--- src/hdl/rv_decode_pkg.sv ---
// Shared types for the RV32I decoder
//   instruction fields, opcode class and error flags
//   per-stage microcode structs and mux selects
//   registered decode result, FSM states, opcode constants
package rv_decode_pkg;

    typedef logic [31:0] word_t;
    typedef logic [4:0]  reg_idx_t;  // Architectural index as encoded
    typedef logic [3:0]  rf_addr_t;  // 16-register subset

    // Field order follows the instruction word from the msb down
    typedef struct packed {
        logic [6:0] funct7;
        reg_idx_t   rs2;
        reg_idx_t   rs1;
        logic [2:0] funct3;
        reg_idx_t   rd;
        logic [6:0] opcode;
    } instr_fields_t;

    typedef struct packed {
        logic op;
        logic opimm;
        logic load;
        logic store;
        logic auipc;
        logic branch;
        logic jal;
        logic jalr;
        logic lui;
    } opcode_class_t;

    typedef struct packed {
        logic bad_opcode;
        logic bad_rs;
        logic bad_rd;
        logic bad_funct3;
        logic bad_funct7;
    } instr_errors_t;

    typedef struct packed {
        logic     en;
        rf_addr_t rs1;
        rf_addr_t rs2;
    } rd_rf_uop_t;

    typedef struct packed {
        logic       en;
        logic       branch;  // Compare result drives the pc
        logic       alt;     // SUB / SRA / SRAI
        logic [2:0] op;
    } ex_alu_uop_t;

    typedef struct packed {
        logic       en;
        logic       store;
        logic [2:0] width;   // funct3 width and sign code
    } ma_mem_uop_t;

    typedef struct packed {
        logic       en;
        logic       rf_target;
        rf_addr_t   rd;
        logic [3:0] rsvd;
    } wb_rf_uop_t;

    typedef struct packed {
        logic       alu_a;   // 0 rs1, 1 pc
        logic       alu_b;   // 0 rs2, 1 imm
        logic [1:0] wb;      // 0 alu, 1 imm, 2 mem, 3 npc
        logic [1:0] npc;     // 0 npc, 1 jump reg, 2 pc+off, 3 branch
    } mux_sel_t;

    typedef struct packed {
        word_t       imm;
        mux_sel_t    sel;
        rd_rf_uop_t  rd_rf;
        ex_alu_uop_t ex_alu;
        ma_mem_uop_t ma_mem;
        wb_rf_uop_t  wb_rf;
        logic        fault;
    } decode_result_t;

    localparam logic [6:0] OPC_LUI    = 7'b0110111;
    localparam logic [6:0] OPC_AUIPC  = 7'b0010111;
    localparam logic [6:0] OPC_JAL    = 7'b1101111;
    localparam logic [6:0] OPC_JALR   = 7'b1100111;
    localparam logic [6:0] OPC_BRANCH = 7'b1100011;
    localparam logic [6:0] OPC_LOAD   = 7'b0000011;
    localparam logic [6:0] OPC_STORE  = 7'b0100011;
    localparam logic [6:0] OPC_OPIMM  = 7'b0010011;
    localparam logic [6:0] OPC_OP     = 7'b0110011;

    typedef enum logic [1:0] {
        IDLE,
        DECODE,
        DONE
    } decode_state_t;

endpackage

--- src/hdl/decode_ctrl.sv ---
// Request FSM (idle, decode, done) and result registers
`timescale 1ns/1ns

module decode_ctrl (
    input  logic                          clk,
    input  logic                          reset,
    input  logic                          available,
    input  rv_decode_pkg::decode_result_t next_result,
    output rv_decode_pkg::decode_result_t result,
    output logic                          busy,
    output logic                          fault
);
    import rv_decode_pkg::*;

    decode_state_t state;

    always_ff @(posedge clk) begin
        if (reset) begin
            state <= IDLE;
            busy  <= 1'b0;
            fault <= 1'b0;
        end else begin
            case (state)
                IDLE: begin
                    if (available) begin
                        state <= DECODE;
                        busy  <= 1'b1;
                    end else begin
                        busy  <= 1'b0;
                        fault <= 1'b0;
                    end
                end
                DECODE: begin
                    fault <= next_result.fault;
                    busy  <= 1'b0;
                    state <= DONE;
                end
                DONE: begin
                    if (!available) begin
                        state <= IDLE;  // Requester released
                    end
                end
                default: begin
                    state <= IDLE;
                end
            endcase
        end
    end

    always_ff @(posedge clk) begin
        if (state == DECODE) begin
            result <= next_result;  // Held until next request
        end
    end

endmodule

--- src/hdl/field_check.sv ---
// Encoding checks per opcode class
// Opcode, register index, funct3 and funct7 error flags
`timescale 1ns/1ns

module field_check (
    input  rv_decode_pkg::instr_fields_t fields,
    input  rv_decode_pkg::opcode_class_t cls,
    output rv_decode_pkg::instr_errors_t errors
);

    logic rs1_read;
    logic rs2_read;
    logic rd_write;
    logic f3_bad;
    logic op_f7_bad;
    logic opimm_f7_bad;

    assign rs1_read = ~(cls.lui | cls.auipc | cls.jal);
    assign rs2_read = cls.op | cls.store | cls.branch;
    assign rd_write = ~(cls.store | cls.branch);

    assign errors.bad_opcode = ~|cls;

    // Upper index bit set means outside the 16-register file
    assign errors.bad_rs = (rs1_read & fields.rs1[4]) | (rs2_read & fields.rs2[4]);
    assign errors.bad_rd = rd_write & fields.rd[4];

    always_comb begin
        f3_bad = 1'b0;
        if (cls.store && fields.funct3 >= 3'd3) begin
            f3_bad = 1'b1;
        end
        if (cls.load && (fields.funct3 == 3'd3 || fields.funct3 >= 3'd6)) begin
            f3_bad = 1'b1;
        end
        if (cls.jalr && fields.funct3 != 3'd0) begin
            f3_bad = 1'b1;
        end
        if (cls.branch && (fields.funct3 == 3'd2 || fields.funct3 == 3'd3)) begin
            f3_bad = 1'b1;
        end
    end

    assign errors.bad_funct3 = f3_bad;

    // Only ADD/SUB and SRL/SRA take the alternate encoding
    assign op_f7_bad = (fields.funct7 != 7'd0 && fields.funct7 != 7'd32) ||
                       (fields.funct7 == 7'd32 && fields.funct3 != 3'd0 &&
                        fields.funct3 != 3'd5);

    // Shift immediates carry funct7 in the upper immediate bits
    assign opimm_f7_bad = (fields.funct3 == 3'd1 && fields.funct7 != 7'd0) ||
                          (fields.funct3 == 3'd5 && fields.funct7 != 7'd0 &&
                           fields.funct7 != 7'd32);

    assign errors.bad_funct7 = (cls.op & op_f7_bad) | (cls.opimm & opimm_f7_bad);

endmodule

--- src/hdl/imm_gen.sv ---
// Immediate generation for U, J, B, S and I formats
`timescale 1ns/1ns

module imm_gen (
    input  rv_decode_pkg::instr_fields_t fields,
    input  rv_decode_pkg::opcode_class_t cls,
    output rv_decode_pkg::word_t         imm
);

    logic sign;

    assign sign = fields.funct7[6];  // Instruction bit 31

    always_comb begin
        if (cls.lui || cls.auipc) begin
            imm = {fields.funct7, fields.rs2, fields.rs1, fields.funct3, 12'b0};
        end else if (cls.jal) begin
            imm = {{12{sign}}, fields.rs1, fields.funct3, fields.rs2[0],
                   fields.funct7[5:0], fields.rs2[4:1], 1'b0};
        end else if (cls.branch) begin
            imm = {{20{sign}}, fields.rd[0], fields.funct7[5:0], fields.rd[4:1], 1'b0};
        end else if (cls.store) begin
            imm = {{20{sign}}, fields.funct7, fields.rd};
        end else begin
            // I-format, also used by invalid opcodes
            imm = {{20{sign}}, fields.funct7, fields.rs2};
        end
    end

endmodule

--- src/hdl/instruction_decode.sv ---
// RV32I decoder top level for the 16-register subset
// Classify, check, immediate and microcode stages feed the
// request FSM and result registers
`timescale 1ns/1ns

module instruction_decode (
    input  logic                          clk,
    input  logic                          reset,
    input  logic                          available,
    input  rv_decode_pkg::word_t          instr,
    output rv_decode_pkg::decode_result_t result,
    output logic                          busy,
    output logic                          fault
);
    import rv_decode_pkg::*;

    instr_fields_t  fields;
    opcode_class_t  cls;
    instr_errors_t  errors;
    word_t          imm;
    decode_result_t next_result;

    opcode_classify u_classify (
        .instr  (instr),
        .fields (fields),
        .cls    (cls)
    );

    field_check u_check (
        .fields (fields),
        .cls    (cls),
        .errors (errors)
    );

    imm_gen u_imm (
        .fields (fields),
        .cls    (cls),
        .imm    (imm)
    );

    microcode_gen u_ucode (
        .fields      (fields),
        .cls         (cls),
        .errors      (errors),
        .imm         (imm),
        .next_result (next_result)
    );

    decode_ctrl u_ctrl (
        .clk         (clk),
        .reset       (reset),
        .available   (available),
        .next_result (next_result),
        .result      (result),
        .busy        (busy),
        .fault       (fault)
    );

endmodule

--- src/hdl/microcode_gen.sv ---
// Stage microcode, mux selects and fault flag
// Error flags gate every stage enable here
`timescale 1ns/1ns

module microcode_gen (
    input  rv_decode_pkg::instr_fields_t  fields,
    input  rv_decode_pkg::opcode_class_t  cls,
    input  rv_decode_pkg::instr_errors_t  errors,
    input  rv_decode_pkg::word_t          imm,
    output rv_decode_pkg::decode_result_t next_result
);

    logic fault;
    logic rs1_read;
    logic rd_write;
    logic alu_used;
    logic alt_ok;

    assign fault    = |errors;
    assign rs1_read = ~(cls.lui | cls.auipc | cls.jal);
    assign rd_write = ~(cls.store | cls.branch);
    assign alu_used = cls.op | cls.opimm | cls.branch | cls.load | cls.store |
                      cls.auipc | cls.jalr;

    // SUB and SRA for OP, SRAI for OP-IMM
    assign alt_ok = (cls.op & (fields.funct3 == 3'd0 || fields.funct3 == 3'd5)) |
                    (cls.opimm & (fields.funct3 == 3'd5));

    assign next_result.imm   = imm;
    assign next_result.fault = fault;

    assign next_result.rd_rf.en  = ~fault & rs1_read;
    assign next_result.rd_rf.rs1 = fields.rs1[3:0];
    assign next_result.rd_rf.rs2 = fields.rs2[3:0];

    assign next_result.ex_alu.en     = ~fault & alu_used;
    assign next_result.ex_alu.branch = cls.branch;
    assign next_result.ex_alu.alt    = fields.funct7[5] & alt_ok;
    assign next_result.ex_alu.op     = (cls.op | cls.opimm | cls.branch) ? fields.funct3 : 3'b0;

    assign next_result.ma_mem.en    = ~fault & (cls.load | cls.store);
    assign next_result.ma_mem.store = cls.store;
    assign next_result.ma_mem.width = fields.funct3;

    assign next_result.wb_rf.en        = ~fault & rd_write;
    assign next_result.wb_rf.rf_target = 1'b1;
    assign next_result.wb_rf.rd        = fields.rd[3:0];
    assign next_result.wb_rf.rsvd      = 4'b0;

    assign next_result.sel.alu_a = cls.auipc;
    assign next_result.sel.alu_b = ~(cls.branch | cls.op);
    assign next_result.sel.wb    = {cls.load | cls.jal | cls.jalr,
                                    cls.lui | cls.jal | cls.jalr};
    assign next_result.sel.npc   = {cls.branch | cls.jal,
                                    cls.jalr | cls.branch};

endmodule

--- src/hdl/opcode_classify.sv ---
// Instruction field split and opcode classification
// One class flag per supported opcode and none for any other
`timescale 1ns/1ns

module opcode_classify (
    input  rv_decode_pkg::word_t         instr,
    output rv_decode_pkg::instr_fields_t fields,
    output rv_decode_pkg::opcode_class_t cls
);
    import rv_decode_pkg::*;

    assign fields.funct7 = instr[31:25];
    assign fields.rs2    = instr[24:20];
    assign fields.rs1    = instr[19:15];
    assign fields.funct3 = instr[14:12];
    assign fields.rd     = instr[11:7];
    assign fields.opcode = instr[6:0];

    // Exact match on all seven bits
    always_comb begin
        cls = '0;
        case (instr[6:0])
            OPC_OP:     cls.op     = 1'b1;
            OPC_OPIMM:  cls.opimm  = 1'b1;
            OPC_LOAD:   cls.load   = 1'b1;
            OPC_STORE:  cls.store  = 1'b1;
            OPC_AUIPC:  cls.auipc  = 1'b1;
            OPC_BRANCH: cls.branch = 1'b1;
            OPC_JAL:    cls.jal    = 1'b1;
            OPC_JALR:   cls.jalr   = 1'b1;
            OPC_LUI:    cls.lui    = 1'b1;
            default: begin
                cls = '0;  // FENCE, SYSTEM and the rest
            end
        endcase
    end

endmodule

--- config.mk ---
export PLATFORM = sky130hd
export DESIGN_NAME = instruction_decode
export DESIGN_NICKNAME = d
export VERILOG_FILES = /design/src/hdl/rv_decode_pkg.sv /design/src/hdl/decode_ctrl.sv /design/src/hdl/field_check.sv /design/src/hdl/imm_gen.sv /design/src/hdl/instruction_decode.sv /design/src/hdl/microcode_gen.sv /design/src/hdl/opcode_classify.sv
export SDC_FILE = /design/constraint.sdc
export NUM_CORES = 1
export LEC_CHECK = 0
export ABC_AREA = 0
export ABC_CLOCK_PERIOD_IN_PS = 2980
export BUFFER_PORTS_ARGS = -buffer_cell sky130_fd_sc_hd__buf_2
export CAP_MARGIN = 20
export CORE_MARGIN = 1
export CORE_UTILIZATION = 49
export CTS_CLUSTER_DIAMETER = 120
export DETAILED_ROUTE_END_ITERATION = 6
export GPL_ROUTABILITY_DRIVEN = 0
export PLACE_DENSITY_LB_ADDON = 0.1
export SYNTH_ARGS = -nofsm -noshare
export SYNTH_HDL_FRONTEND = slang
export SYNTH_SLANG_ARGS = --single-unit
export TNS_END_PERCENT = 100
--- constraint.sdc ---
create_clock -name clk -period 2.98 [get_ports clk]
set_clock_uncertainty 0.05 [all_clocks]
set_input_delay 0.596 -clock clk [delete_from_list [all_inputs] [get_ports clk]]
set_output_delay 0.596 -clock clk [all_outputs]
set_load 0.05 [all_outputs]
* After elaboration in Yosys (flattened, before gate mapping)
Cells that the tools add are included.
** Cells by class
- Magnitude comparators :: 2
- Equal/unequal tests :: 21
- Multiplexer cells :: 24
- Bitwise gates (word level) :: 38
- Reduce and logical (&&, ||, !) cells :: 27
** Operator list (count)
- $mux W31 :: 1
- $eq A7 B6 Y1 const B :: 4
- $or A1 B1 Y1 :: 22
- $eq A7 B7 Y1 const B :: 3
- $mux W20 :: 1
- $mux W1 :: 15
- $eq A7 B5 Y1 const B :: 2
- $and A1 B1 Y1 :: 12
- $mux W12 :: 1
- $logic_and A1 B1 Y1 :: 10
- $reduce_or A9 Y1 :: 1
- $eq A7 B2 Y1 const B :: 1
- $ne A7 B6 Y1 const B :: 1
- $reduce_bool A7 Y1 :: 1
- $eq A3 B2 Y1 const B :: 2
- $logic_or A1 B1 Y1 :: 6
- $ne A2 B2 Y1 const B :: 3
- $pmux W2 S3 :: 1
- $mux W5 :: 1
- $reduce_or A5 Y1 :: 1
- $mux W2 :: 2
- $not A1 Y1 :: 4
- $pmux W1 S2 :: 2
- $reduce_and A2 Y1 :: 2
- other kinds (13) :: 13
** Word-level totals
- Bits in registers :: 68
- Input bits :: 35
- Output and inout port bits :: 71

* Logic depth before layout (Yosys ltp)
- Word-level depth :: 10
- Mapped depth :: 7
- Gate-level depth less buffers :: 6

* Cells and area by module
Synthesis repeated with hierarchy kept, for this count alone.
** Unflattened totals
- Cell total of the unflattened synthesis :: 290
- Area total of the unflattened synthesis :: 3752.3 µm²
** Modules (own cells, without submodules)
- decode_ctrl :: times used 1, cells each 83, area each 2213.4 µm²
- microcode_gen :: times used 1, cells each 81, area each 583.1 µm²
- imm_gen :: times used 1, cells each 55, area each 450.4 µm²
- opcode_classify :: times used 1, cells each 47, area each 347.8 µm²
- field_check :: times used 1, cells each 24, area each 157.7 µm²

* Least setup slack after synthesis
Ideal clock, no wire load.
- Path kind :: in2reg
- Start point :: input instr[26]
- End point :: register, netlist name u_ctrl.result[21]
- Setup time :: 169 ps
- Arrival :: 2112 ps
- Required time :: 2761 ps
- Path slack :: 649 ps
- Cell stages on the path :: 6
- Path buffers :: 0
- Cell sequence :: or4_1 > nor3_2 > o32ai_1 > a2111oi_4 > nand3_4 > nor4_4
** RTL lines
- start, declared :: RTL line instruction_decode.sv:10 : input rv_decode_pkg::word_t instr,

==> impl_metrics.py <==
metrics = {
    "clocking": {
        "clock_path_buffers": 2,
        "cts_root_buf": "clkbuf_8",
        "postCtsSetupRepairBufs": 0,
        "clk_pin_slew_worst_paths_ps": 80,
        "clk_latency_ps": 330,
        "cts_buffers": 9,
        "cts_resized": 0,
        "cts.sinks": 68,
        "htree_num_levels": 3,
        "cts_tree": "built",
        "cts_hold_buf": 0,
    },
    "detailed_routing": {
        "firstDrtPassIters": 6,
        "highest_layer": "met4",
        "wirelength_um": 6060,
        "antenna_left": 0,
        "met1_length_um": 2630,
        "vias": 2037,
        "wl_per_cell_um": 15.7,
        "wl_met2_um": 2990,
        "dr_wl_met3_um": 356,
        "via_per_inst": 5.26,
        "drc": 0,
        "drt-initial-drc-count": 92,
    },
    "grt": {
        "antenna_found_initial": 0,
        "grt-ovfl-total": 0,
        "grt_max_degree": 39,
        "track_usage_pct": 20.7,
        "grt_first_pass_wirelength_um": 9430,
        "grt_pass1_vias": 1897,
    },
    "placement": {
        "place_area_um2": 3490,
        "post-dp-hpwl_um": 4170,
        "io_buffers": 100,
    },
    "worst_hold_path": {
        "min-delay-path-class": "input port to register",
    },
    "logic_synthesis": {
        "synth_fa_ha_area_share_pct": 0,
        "synthXorXnorAreaFrac_pct": 0,
        "yosys-top-cells-count": "edfxtp_1, a21o_1, nor2b_1",
        "syn_inst": 208,
        "synth_flop_cell": "edfxtp_1",
        "synth_edf_count": 64,
        "yosysMostFrequentCell": "edfxtp_1",
        "synth_top_family_by_area": "simple AND/OR/NAND/NOR gates",
        "synth_compound_area_share_pct": 11.1,
        "avgSynthCellArea_um2": 14.0,
        "ys_types": 45,
        "syn_area_um2": 2920,
        "synth.top_cell.area_share_pct": 65.9,
        "ys_seq_elements": 68,
        "synth_warnings": 0,
        "async_reset_ff_share_pct": 0,
        "synth.area.mux_share_pct": 1.72,
        "ys_seq_area_share_pct": 68.6,
        "synth_top_cells_by_area": "edfxtp_1, a21o_1, nor2b_1",
        "synth_top_cell_by_area": "edfxtp_1",
        "synthSimpleGateAreaFrac_pct": 15.1,
    },
    "worst_setup_path": {
        "worstPathArrival_ps": 2430,
        "crit_fanout": 5,
        "critical-path-top-delay-family": "simple AND/OR/NAND/NOR gates",
        "startpoint_type": "input port",
        "end_kind": "register",
        "crit_required_ps": 3100,
        "crit_type": "input port to register",
        "worst_path_largest_cell_delay_ps": 550,
        "crit_slowest_cell": "or4_1",
        "cp_num_buf_inv": 1,
        "path_cells": "buf_2, or4_1, nor3_2, o32ai_1, a2111oi_4, nand3_4, nor4_4",
    },
    "die": {
        "die_width_um": 79.2,
        "die_h_um": 79.2,
        "core-area_um2": 5610,
        "pin_count": 106,
        "dieArea_um2": 6260,
        "start_util_pct": 52.0,
        "rows": 27,
    },
    "sta": {
        "fin_crit_sh_pct": 77.6,
        "relSlewSlack_pct": 60.9,
        "worst_pin_slew_ps": 586,
        "finalMaxSlewViolations": 0,
        "min_period_ps": 2310,
        "fmax_mhz": 432,
        "setup_viol": 0,
        "rsz0062_at_grt": "false",
        "hold_violations": 0,
        "finalSetupTns_ps": 0,
    },
    "power_and_ir_drop": {
        "p_per_area_nw_per_um2": 582,
        "p_leak_nw": 1.57,
        "peakVddDrop_mv": 0.366,
    },
    "layout": {
        "nets": 345,
        "syn_to_final_growth_pct": 26.1,
        "multi_input_area_um2": 838,
        "fill_cells": 455,
        "drive_above_1_share_pct": 41.0,
        "design_area_um2": 3680,
        "antenna_cells": 0,
        "utilization_pct": 65.6,
        "seq_area_um2": 2000,
    },
    "outcome": {
        "status": "finished clean",
    },
    "run": {
        "drv_cap": 0,
    },
}
[cell usage in the layout (no fill, tap or decap), types with 2 or more instances in the layout]
cell type,netlist,final
a21o_1,19,19
a21oi_1,7,7
and2_1,3,3
buf_2,1,100
buf_4,5,4
clkbuf_8,0,9
clkinv_2,0,4
conb_1,2,5
dfxtp_1,4,4
edfxtp_1,64,64
mux2i_1,5,5
nand2_1,6,6
nand2b_1,4,4
nand3_1,4,4
nor2_1,14,14
nor2b_1,17,17
nor3_1,6,5
nor3_2,1,2
nor3b_1,3,3
nor4_1,3,3
o21ai_0,5,5
[cell type report]
type	count	area share, %
sequential	68	54.4
multi-input combinational	124	22.8
timing repair buffer	105	15.0
clock buffer	9	3.37
tap	72	2.45
clock inverter	7	1.80
inverter	2	0.204
[sequential cells by signal, indices dropped and copies added (netlist names)]
register       cells
u_ctrl.result     64
u_ctrl.state       2
u_ctrl.busy        1
u_ctrl.fault       1
[layer usage]
metal / up-vias / GRT usage [%]
met2: 82 / 33.5
li1: 977 / -
met5: - / 0
met1: 971 / 26.3
met3: 7 / 6.32
met4: 0 / 7.09
[through the flow]
| step | power [W] | hold slack (ps) | instances | setup WS [ps] |
|---|---|---|---|---|
| final | 0.00214 | 400 | 387 | 668 |
| after global routing | 0.00223 | 380 | 387 | 595 |
| after CTS | 0.00216 | 386 | 387 | 694 |
| after detailed placement | 0.00143 | 405 | 371 | 359 |
| after global placement | 0.00143 | 399 | 371 | 404 |
| after floorplan | 0.00135 | 406 | 211 | 649 |
[kinds of logic after synthesis]
group,Yosys count
and+or+nand+nor,71
DFF,68
AOI/OAI and AO/OA,43
buffers and inverters,19
muxes,5
other,2
[report_power, final]
group | switching (W) | internal [W] | leakage (nW)
combinational | 0.000234 | 0.0000746 | 0.828
sequential | 0.00000920 | 0.00109 | 0.646
clock | 0.000352 | 0.000383 | 0.0992
total | 0.000595 | 0.00155 | 1.57
[path summary, 6_finish.rpt]
kind / slack (ps) / startpoint / to / cells past startpoint
worst min-delay path: 400 / instr[8] / u_ctrl.result[6]$_DFFE_PP_ / 1
worst max-delay path: 670 / instr[26] / u_ctrl.result[21]$_DFFE_PP_ / 7
worst min register to register: 410 / u_ctrl.busy$_SDFFE_PP0P_ / u_ctrl.busy$_SDFFE_PP0P_ / 2
worst max register to register: 1320 / u_ctrl.state[1]$_SDFFE_PP0P_ / u_ctrl.result[36]$_DFFE_PP_ / 3
[worst reg2reg max path, cell delays in order (launching register included)]
cell and delay (ps):
dfxtp_1 340, nand2b_1 190, inv_2 450, buf_12 300
No activity file was read; power rests on OpenSTA's default activity.
